File: src/design/fmulPkg.sv
// Shared opcode, float word view and sizing constants, imported by every block of the multiply lane.

package fmulPkg;

	// ========================================================================
	// sizing
	// ========================================================================

	localparam int indexWidth = 5;   // register file destination index
	localparam int issueWidth = 4;   // issue tag carried with each result
	localparam int pipeDepth  = 8;   // ring buffer entries
	localparam int expBias    = 127; // single precision bias

	// ========================================================================
	// types
	// ========================================================================

	typedef enum logic [1:0] {
		opMul    = 2'd0, // plain product
		opNegMul = 2'd1, // product, sign inverted
		opAbsMul = 2'd2, // product, sign cleared
		opSquare = 2'd3  // operand one squared
	} opcode_t;

	// the same 32 bits seen as a bus word or as IEEE fields
	typedef union packed {
		logic [31:0] raw;
		struct packed {
			logic        sign;
			logic [7:0]  exponent;
			logic [22:0] fraction;
		} fields;
	} floatWord_t;

endpackage
File: src/design/fmulUnitTop.sv
// Top of the float multiply lane, chaining producer, result ring buffer and writeback.
`timescale 1ns/1ps

module fmulUnitTop
	import fmulPkg::*;
(
	input  logic                  clock,
	input  logic                  reset,
	input  logic                  issueEnable,
	input  opcode_t               opcode,
	input  floatWord_t            operandA,
	input  floatWord_t            operandB,
	input  logic [indexWidth-1:0] destIndex,
	input  logic [issueWidth-1:0] issueNo,
	input  logic                  stall,
	output logic                  ready,
	output logic                  writeEnable,
	output floatWord_t            writeData,
	output logic [indexWidth-1:0] writeIndex,
	output logic [issueWidth-1:0] writeIssueNo,
	output logic                  overflowFlag
);

	// producer to buffer
	logic                  productValid;
	floatWord_t            productData;
	logic [indexWidth-1:0] productIndex;
	logic [issueWidth-1:0] productIssueNo;
	logic                  productOverflow;

	// buffer to writeback
	logic                  readValid;
	floatWord_t            readData;
	logic [indexWidth-1:0] readIndex;
	logic [issueWidth-1:0] readIssueNo;
	logic                  readOverflow;

	// ========================================================================
	// lane stages
	// ========================================================================

	fmulProducer producer (
		.clock(clock), .reset(reset),
		.issueEnable(issueEnable), .opcode(opcode),
		.operandA(operandA), .operandB(operandB),
		.destIndex(destIndex), .issueNo(issueNo),
		.productValid(productValid), .productData(productData),
		.productIndex(productIndex), .productIssueNo(productIssueNo),
		.productOverflow(productOverflow)
	);

	resultRingBuffer #(.numEntries(pipeDepth)) ringBuffer (
		.clock(clock), .reset(reset),
		.writeValid(productValid), .writeData(productData),
		.writeIndex(productIndex), .writeIssueNo(productIssueNo),
		.writeOverflow(productOverflow), .stall(stall),
		.readValid(readValid), .readData(readData), .readIndex(readIndex),
		.readIssueNo(readIssueNo), .readOverflow(readOverflow), .ready(ready)
	);

	writebackStage writeback (
		.clock(clock), .reset(reset),
		.resultValid(readValid), .resultData(readData), .resultIndex(readIndex),
		.resultIssueNo(readIssueNo), .resultOverflow(readOverflow),
		.writeEnable(writeEnable), .writeData(writeData), .writeIndex(writeIndex),
		.writeIssueNo(writeIssueNo), .overflowFlag(overflowFlag)
	);

endmodule

File: src/design/writebackStage.sv
// Registers each drained result onto the register file write port and keeps a sticky overflow flag.
`timescale 1ns/1ps

module writebackStage
	import fmulPkg::*;
(
	input  logic                  clock,
	input  logic                  reset,
	input  logic                  resultValid,
	input  floatWord_t            resultData,
	input  logic [indexWidth-1:0] resultIndex,
	input  logic [issueWidth-1:0] resultIssueNo,
	input  logic                  resultOverflow,
	output logic                  writeEnable,
	output floatWord_t            writeData,
	output logic [indexWidth-1:0] writeIndex,
	output logic [issueWidth-1:0] writeIssueNo,
	output logic                  overflowFlag
);

	// ========================================================================
	// control
	// ========================================================================

	always_ff @(posedge clock) begin
		if (reset) begin
			writeEnable  <= 1'b0;
			overflowFlag <= 1'b0;
		end else begin
			writeEnable <= resultValid;
			if (resultValid && resultOverflow) begin
				overflowFlag <= 1'b1; // held until reset
			end
		end
	end

	// ========================================================================
	// write port payload
	// ========================================================================

	always_ff @(posedge clock) begin
		if (resultValid) begin
			writeData    <= resultData;
			writeIndex   <= resultIndex;
			writeIssueNo <= resultIssueNo;
		end
	end

endmodule

File: src/design/resultRingBuffer.sv
// Queues registered products in a wrapping ring and pops the head whenever stall is low.
`timescale 1ns/1ps

module resultRingBuffer
	import fmulPkg::*;
#(
	parameter int numEntries = pipeDepth
)(
	input  logic                  clock,
	input  logic                  reset,
	input  logic                  writeValid,
	input  floatWord_t            writeData,
	input  logic [indexWidth-1:0] writeIndex,
	input  logic [issueWidth-1:0] writeIssueNo,
	input  logic                  writeOverflow,
	input  logic                  stall,
	output logic                  readValid,
	output floatWord_t            readData,
	output logic [indexWidth-1:0] readIndex,
	output logic [issueWidth-1:0] readIssueNo,
	output logic                  readOverflow,
	output logic                  ready
);

	localparam int ptrWidth   = $clog2(numEntries);
	localparam int countWidth = $clog2(numEntries + 1);

	floatWord_t            dataMem     [numEntries];
	logic [indexWidth-1:0] indexMem    [numEntries];
	logic [issueWidth-1:0] issueMem    [numEntries];
	logic                  overflowMem [numEntries];

	logic [ptrWidth-1:0]   writePtr;
	logic [ptrWidth-1:0]   readPtr;
	logic [countWidth-1:0] count;

	// ========================================================================
	// head and flow control
	// ========================================================================

	assign readValid    = (count != '0) && !stall;               // pop this cycle
	assign ready        = count <= countWidth'(numEntries - 2);  // one slot kept for producer reg
	assign readData     = dataMem[readPtr];
	assign readIndex    = indexMem[readPtr];
	assign readIssueNo  = issueMem[readPtr];
	assign readOverflow = overflowMem[readPtr];

	always_ff @(posedge clock) begin
		if (writeValid) begin
			dataMem[writePtr]     <= writeData;
			indexMem[writePtr]    <= writeIndex;
			issueMem[writePtr]    <= writeIssueNo;
			overflowMem[writePtr] <= writeOverflow;
		end
	end

	always_ff @(posedge clock) begin
		if (reset) begin
			writePtr <= '0;
			readPtr  <= '0;
			count    <= '0;
		end else begin
			if (writeValid) begin
				writePtr <= (writePtr == ptrWidth'(numEntries - 1)) ? '0 : writePtr + 1'b1;
			end
			if (readValid) begin
				readPtr <= (readPtr == ptrWidth'(numEntries - 1)) ? '0 : readPtr + 1'b1;
			end
			case ({writeValid, readValid})
				2'b10:   count <= count + 1'b1;
				2'b01:   count <= count - 1'b1;
				default: count <= count; // idle or push with pop
			endcase
		end
	end

endmodule

File: src/design/fmulProducer.sv
// Decodes the opcode and registers one truncated float product per issue strobe, one cycle later.
`timescale 1ns/1ps

module fmulProducer
	import fmulPkg::*;
(
	input  logic                  clock,
	input  logic                  reset,
	input  logic                  issueEnable,
	input  opcode_t               opcode,
	input  floatWord_t            operandA,
	input  floatWord_t            operandB,
	input  logic [indexWidth-1:0] destIndex,
	input  logic [issueWidth-1:0] issueNo,
	output logic                  productValid,
	output floatWord_t            productData,
	output logic [indexWidth-1:0] productIndex,
	output logic [issueWidth-1:0] productIssueNo,
	output logic                  productOverflow
);

	floatWord_t        srcA;
	floatWord_t        srcB;
	floatWord_t        resultWord;
	logic              rawSign;
	logic              resultOverflow;
	logic [47:0]       mantProduct;
	logic signed [9:0] expSum;
	logic signed [9:0] expFinal;

	// ========================================================================
	// operand select and datapath
	// ========================================================================

	assign srcA = operandA;
	assign srcB = (opcode == opSquare) ? operandA : operandB; // square ignores operand two

	assign mantProduct = {1'b1, srcA.fields.fraction} * {1'b1, srcB.fields.fraction};
	assign expSum      = $signed({2'b00, srcA.fields.exponent})
	                   + $signed({2'b00, srcB.fields.exponent}) - 10'(expBias);
	assign expFinal    = expSum + $signed({9'd0, mantProduct[47]}); // normalize carry
	assign rawSign     = srcA.fields.sign ^ srcB.fields.sign;

	always_comb begin
		resultWord.raw = '0;
		resultOverflow = 1'b0;
		if (srcA.fields.exponent == 8'd0 || srcB.fields.exponent == 8'd0) begin
			resultWord.fields.exponent = 8'd0; // zero operand wins
		end else if (srcA.fields.exponent == 8'hFF || srcB.fields.exponent == 8'hFF) begin
			resultWord.fields.exponent = 8'hFF; // inf in, inf out, NaN folded in
		end else if (expFinal <= 10'sd0) begin
			resultWord.fields.exponent = 8'd0; // underflow flushes to zero
		end else if (expFinal >= 10'sd255) begin
			resultWord.fields.exponent = 8'hFF; // saturate to infinity
			resultOverflow = 1'b1;
		end else begin
			resultWord.fields.exponent = expFinal[7:0];
			// truncate below the leading one
			if (mantProduct[47]) begin
				resultWord.fields.fraction = mantProduct[46:24];
			end else begin
				resultWord.fields.fraction = mantProduct[45:23];
			end
		end

		// opcode sign treatment on the raw product
		case (opcode)
			opNegMul: resultWord.fields.sign = ~rawSign;
			opAbsMul: resultWord.fields.sign = 1'b0;
			default:  resultWord.fields.sign = rawSign; // mul, square
		endcase
	end

	// ========================================================================
	// output register
	// ========================================================================

	always_ff @(posedge clock) begin
		if (reset) begin
			productValid <= 1'b0;
		end else begin
			productValid <= issueEnable;
		end
	end

	always_ff @(posedge clock) begin
		if (issueEnable) begin
			productData.raw <= resultWord.raw;
			productIndex    <= destIndex;
			productIssueNo  <= issueNo;
			productOverflow <= resultOverflow;
		end
	end

endmodule

File: config.mk
export PLATFORM = sky130hd
export DESIGN_NAME = fmulUnitTop
export DESIGN_NICKNAME = d
export VERILOG_FILES = /design/src/design/fmulPkg.sv /design/src/design/fmulUnitTop.sv /design/src/design/writebackStage.sv /design/src/design/resultRingBuffer.sv /design/src/design/fmulProducer.sv
export SDC_FILE = /design/constraint.sdc
export NUM_CORES = 2
export LEC_CHECK = 0
export ABC_AREA = 1
export BUFFER_PORTS_ARGS = -buffer_cell sky130_fd_sc_hd__buf_2
export CORE_MARGIN = 5
export CORE_UTILIZATION = 30
export CTS_CLUSTER_DIAMETER = 200
export DETAILED_ROUTE_END_ITERATION = 7
export PLACE_DENSITY = 0.53
export SYNTH_ARGS = -nofsm -noshare
export SYNTH_HDL_FRONTEND = slang
export SYNTH_SLANG_ARGS = --single-unit
export TNS_END_PERCENT = 5
File: constraint.sdc
create_clock -name clock -period 10.7 [get_ports clock]
set_input_delay 1.07 -clock clock [delete_from_list [all_inputs] [get_ports clock]]
set_output_delay 1.07 -clock clock [all_outputs]
set_load 0.05 [all_outputs]
Yosys cells after proc, flatten, opt, wreduce, memory -nomap -nowiden. Memories as Yosys holds them, arrays and structs flattened. A register that Yosys moved wholly into a read port is not among the register bits. Cells that the tools add are included.

Add/subtract/negate cells: 7. Multipliers: 1. Order comparisons: 3. Equal/unequal tests: 9. Mux-type cells: 14. Bitwise operators: 2. Reductions and logical operators: 11.

Operators by type and width (number): 24-bit by 24-bit multiplier with 48-bit output (1); 32-bit 2-to-1 mux (1); 8-bit 2-to-1 mux (3); 23-bit 2-to-1 mux (1); 8-bit == test (second input constant) (2); 8-bit zero test (2); 3-bit 2-to-1 mux (4); 10-bit by 2-bit adder with 10-bit output (1); 10-bit by 9-bit >= comparator with 1-bit output (second input constant) (1); 10-bit by 1-bit less-or-equal comparator with 1-bit output (second input constant) (1); 10-bit by 8-bit subtractor with 10-bit output (second input constant) (1); 8-bit by 8-bit adder with 9-bit output (1); 4-bit one-hot mux with 2 select lines (1); 3-bit by 1-bit adder with 3-bit output (second input constant) (2); 2-bit == test (second input constant) (3); 3-bit == test (second input constant) (2); 4-bit by 1-bit adder with 4-bit output (second input constant) (1); 2-bit by 1-bit == test with 1-bit output (second input constant) (2); 4-bit by 3-bit less-or-equal comparator with 1-bit output (second input constant) (1); 4-bit nonzero test (1); 4-bit OR reduction (1); 4-bit by 1-bit subtractor with 4-bit output (second input constant) (1); 1-bit 2-to-1 mux (3); 3-bit OR reduction (1); other kinds (7) (9).

Flip-flop bits (word level): 55. Memory bits (writable): 336. Input bits: 79. Output and inout bits: 44. Word-level logic and storage cells: 63. Memories: 4.

Memories: ringBuffer.dataMem (words 8, width 32, rd ports 1, clocked after Yosys merged registers in 1, wr ports 1, RTL line resultRingBuffer.sv:28) `floatWord_t dataMem [numEntries];`; ringBuffer.indexMem (words 8, width 5, rd ports 1, clocked after Yosys merged registers in 1, wr ports 1, RTL line resultRingBuffer.sv:29) `logic [indexWidth-1:0] indexMem [numEntries];`; ringBuffer.issueMem (words 8, width 4, rd ports 1, clocked after Yosys merged registers in 1, wr ports 1, RTL line resultRingBuffer.sv:30) `logic [issueWidth-1:0] issueMem [numEntries];`; ringBuffer.overflowMem (words 8, width 1, rd ports 1, clocked after Yosys merged registers in 1, wr ports 1, RTL line resultRingBuffer.sv:31) `logic overflowMem [numEntries];`.

Longest topological paths before layout.
Word-level depth: 9. Mapped depth: 53. Mapped depth without buffers: 48.

Modules after synthesis. A second synthesis with hierarchy kept.

Cells, all modules: 3755. Area total of the unflattened synthesis: 36582.6 µm².

By module, submodules not included: fmulProducer (times used 1, cells an instance 2671, area each 21556.9 µm², seq. area each 1281.2 µm²); resultRingBuffer (times used 1, cells an instance 1035, area each 13720.7 µm², seq. area each 10349.9 µm²); writebackStage (times used 1, cells an instance 49, area each 1305.0 µm², seq. area each 1271.2 µm²).

Worst setup path after synthesis. No wires, ideal clock.

Path kind: in2reg. Start: input port opcode[0]. End: register producer.productData[9] (netlist name) (data pin). Setup time: 0.256 ns. Arrival: 9.460 ns. Required time: 10.444 ns. Slack: 0.984 ns. Stages: 50. Path buffers: 6. Path through: ha_1 -> buf_4 -> buf_2 -> buf_2 -> nor2_1 -> a21oi_1 -> inv_1 -> clkbuf_1 -> nor2_1 -> fa_1 -> fa_1 -> inv_1 -> fa_1 -> inv_1 -> fa_1 -> inv_1 -> fa_1 -> inv_1 -> [... 14 more ...] -> nand2_1 -> buf_4 -> ha_1 -> inv_1 -> ha_1 -> inv_1 -> or2_2 -> nor2_1 -> nand3_1 -> nor2_1 -> nand2_1 -> nor2_1 -> nand2_1 -> nand2_1 -> nand2_4 -> nand3_4 -> buf_6 -> nor2_2.

Word-level cells in the longest chain between the ends: 7. Elaborated cells on any way between the ends: 14. Those cells by class: add/sub: 3; mul: 1; order compare: 2; eq/ne: 2; mux: 2; reduce/logical: 4.

Ends and longest elaborated chain: start, declared (RTL line fmulUnitTop.sv:10) `input opcode_t opcode,`; 2-bit == test * (RTL line fmulProducer.sv:36) `assign srcB = (opcode == opSquare) ? operandA : operandB;`; 32-bit 2-to-1 mux * (RTL line fmulProducer.sv:36); parallel branches: the longest is 5 deep, another holds 24-bit by 24-bit multiplier with 48-bit output; end, declared (RTL line fmulProducer.sv:16) `output floatWord_t productData,`.

Every way passes the cells marked *. A chain may end at the register's enable or synchronous reset.

Worst setup path after layout.
Start: input port opcode[0]. End: register producer.productData[6] (netlist name) (data pin).

Same word-level chain as after synthesis.

==> impl_metrics.json <==
{
  "synthTopCellsByArea": "edfxtp_1 35%, fa_1 27%, inv_1 7.5%, nor2_1 6.8%, ha_1 6.5%",
  "cts_buffer_depth": 3,
  "overflow": 0,
  "path_max_fanout": 23,
  "crit_top_cell": "inv_1",
  "met2_usage_pct": 27.9,
  "die_w_um": 358,
  "routedWlPerCell_um": 19.0,
  "grt_pass1_wl_um": 163000,
  "synth-edff-count": 419,
  "vias": 26000,
  "final_core_util_pct": 33.7,
  "route.antenna.remaining_nets": 0,
  "final_cell_mix": "720 x inv_1, 654 x nor2_1, 561 x nand2_1, 483 x fa_1, 419 x edfxtp_1",
  "cts_inserted_buffers": 41,
  "critical_path.endpoint_type": "flop",
  "io_buffers": 122,
  "htree_num_levels": 2,
  "die_h_um": 358,
  "setup_viol": 0,
  "syn_avg_cell_area_um2": 9.53,
  "rows": 127,
  "relSlewSlack_pct": 26.9,
  "nNetsFinal": 4671,
  "hold_start": "writeback.overflowFlag",
  "viasPerCell": 4.67,
  "yosysSeqAreaShare_pct": 35.6,
  "syn_nets": 4559,
  "final_common_cell": "inv_1",
  "synth_compound_area_share_pct": 6.66,
  "io_pins": 123,
  "first_pass_iters": 5,
  "drc": 0,
  "nFillCells": 12300,
  "cts_setup_buffers": 0,
  "hold_violations": 0,
  "synthesis.area_um2": 36300,
  "synth_top_family_by_area": "adder cells",
  "synthSimpleGateAreaFrac_pct": 14.8,
  "gp_congestion": 0.948,
  "yosysWarnings": 0,
  "drt-total-wl_um": 106000,
  "multiInputGateArea_um2": 20100,
  "grt_usage_pct": 16.5,
  "cts_tree": "done",
  "coreArea_um2": 120000,
  "startpoint": "opcode[0]",
  "grt_max_degree": 111,
  "required_ns": 10.98,
  "cap_violations": 0,
  "clk_pin_slew_worst_paths_ns": 0.06,
  "r2r-start": "ringBuffer.readPtr[0]",
  "hp-class": "reg -> reg",
  "slew_violations": 0,
  "worst_clock_skew_ns": 0.0139,
  "drive_above_1_share_pct": 8.43,
  "yosys.area.top_type": "edfxtp_1",
  "start_util_pct": 30.2,
  "dp_hpwl_um": 80100,
  "ys_ff_latch": 435,
  "muxShareOfSynthArea_pct": 0.0552,
  "synth_adder_area_share_pct": 33.1,
  "holdBufCountCts": 0,
  "cpMaxStageDelayCell": "fa_1",
  "grt_pass1_vias": 27100,
  "grt_util_met3_pct": 2.30,
  "fin_crit_sh_pct": 91.6,
  "area_growth_pct": 11.3,
  "synth_top_area_share_pct": 34.7,
  "max_stage_delay_ns": 0.54,
  "busiest_layer": "met2",
  "clockRootBuffer": "clkbuf_16",
  "ctsResizeCount": 0,
  "tns_ns": 0,
  "cp-start-kind": "primary input",
  "antenna_found_initial": 0,
  "ys_types": 47,
  "rsz0062_at_grt": "false",
  "synthCells": 3809,
  "synth_xor_area_share_pct": 0.459,
  "arrival_ns": 10.09,
  "synth_flop_cell": "edfxtp_1",
  "fin_crit_ns": 9.81,
  "insertion_delay_ns": 0.54,
  "status": "complete, no violations",
  "async_flop_share_pct": 0,
  "design.die.area_um2": 128000,
  "drtIter0Drc": 1902,
  "regArea_um2": 12900,
  "clock.fmax_mhz": 102,
  "tightest_slew_ns": 1.09,
  "clock_sinks": 435,
  "use_met1_pct": 22.5,
  "path_class": "in -> reg"
}
-- registers in the layout (all words and copies together), names as in the netlist, 4 cells and up, named ones only --
signal	flops
writeback.writeData	32
producer.productData	32
ringBuffer.indexMem	40
producer.productIssueNo	4
writeback.writeIndex	5
ringBuffer.issueMem	32
ringBuffer.count	4
ringBuffer.dataMem	256
writeback.writeIssueNo	4
producer.productIndex	5
ringBuffer.overflowMem	8
-- stage by stage --
step / cells / cell area, µm² / hold slack (ns) / setup WS, ns
2_1_floorplan: 3809 / 36300 / 0.465 / 0.984
3_3_place_gp: 5490 / 39100 / 0.433 / 0.291
3_5_place_dp: 5490 / 39100 / 0.444 / 0.350
4_1_cts: 5563 / 40400 / 0.453 / 0.911
5_1_grt: 5563 / 40400 / 0.482 / 0.199
6_report: 5564 / 40400 / 0.447 / 0.894
-- critical path, delay by kind of cell --
family          cells  cell delay, ns
simple gates       21            2.53
compound gates      1            0.14
buf+inv            14            1.65
fa+ha+maj          11            4.67
-- metal layers --
metal,share of wire (%),up-vias
met1,44,13000
met3,6.4,147
li1,-,12100
met4,2.5,0
met2,47,799
met5,0,-
-- synthesized netlist by cell type, types with 42 or more instances --
| master | n |
|---|---|
| inv_1 | 722 |
| nor2_1 | 662 |
| nand2_1 | 561 |
| fa_1 | 483 |
| edfxtp_1 | 419 |
| o21ai_0 | 227 |
| ha_1 | 188 |
| clkbuf_1 | 130 |
| a21oi_1 | 84 |
| nand3_1 | 51 |
| a31oi_1 | 43 |
| o22ai_1 | 42 |
-- final timing paths --
kind / end / slack (ns) / cells after the start
hold reg to reg: writeback.overflowFlag / 0.45 / 2
hold / removal: writeback.overflowFlag / 0.45 / 2
setup reg to reg: writeback.writeData[29] / 7.69 / 6
setup / recovery: producer.productData[6] / 0.89 / 47
-- cell families after synthesis --
kind of cell / Yosys count
AO/OA/AOI/OAI: 439
AND/OR/NAND/NOR: 1354
adder cells (fa/ha/maj): 671
buffers and inverters: 889
multiplexers: 2
flip-flops: 435
XOR/XNOR: 19
-- area by class of cell --
type                    instances  share of cell area [%]
clock buffers                  52                    2.75
repair buffers                221                    3.38
clock inverters                21                   0.369
inverters                     737                    6.86
multi-input cells            2485                    49.7
diodes                          1                 0.00620
flip-flops and latches        435                    32.0
well taps                    1612                    4.99
Power is not shown: default switching activity piles up to over one toggle a cycle in this logic, so the estimate is an artifact.
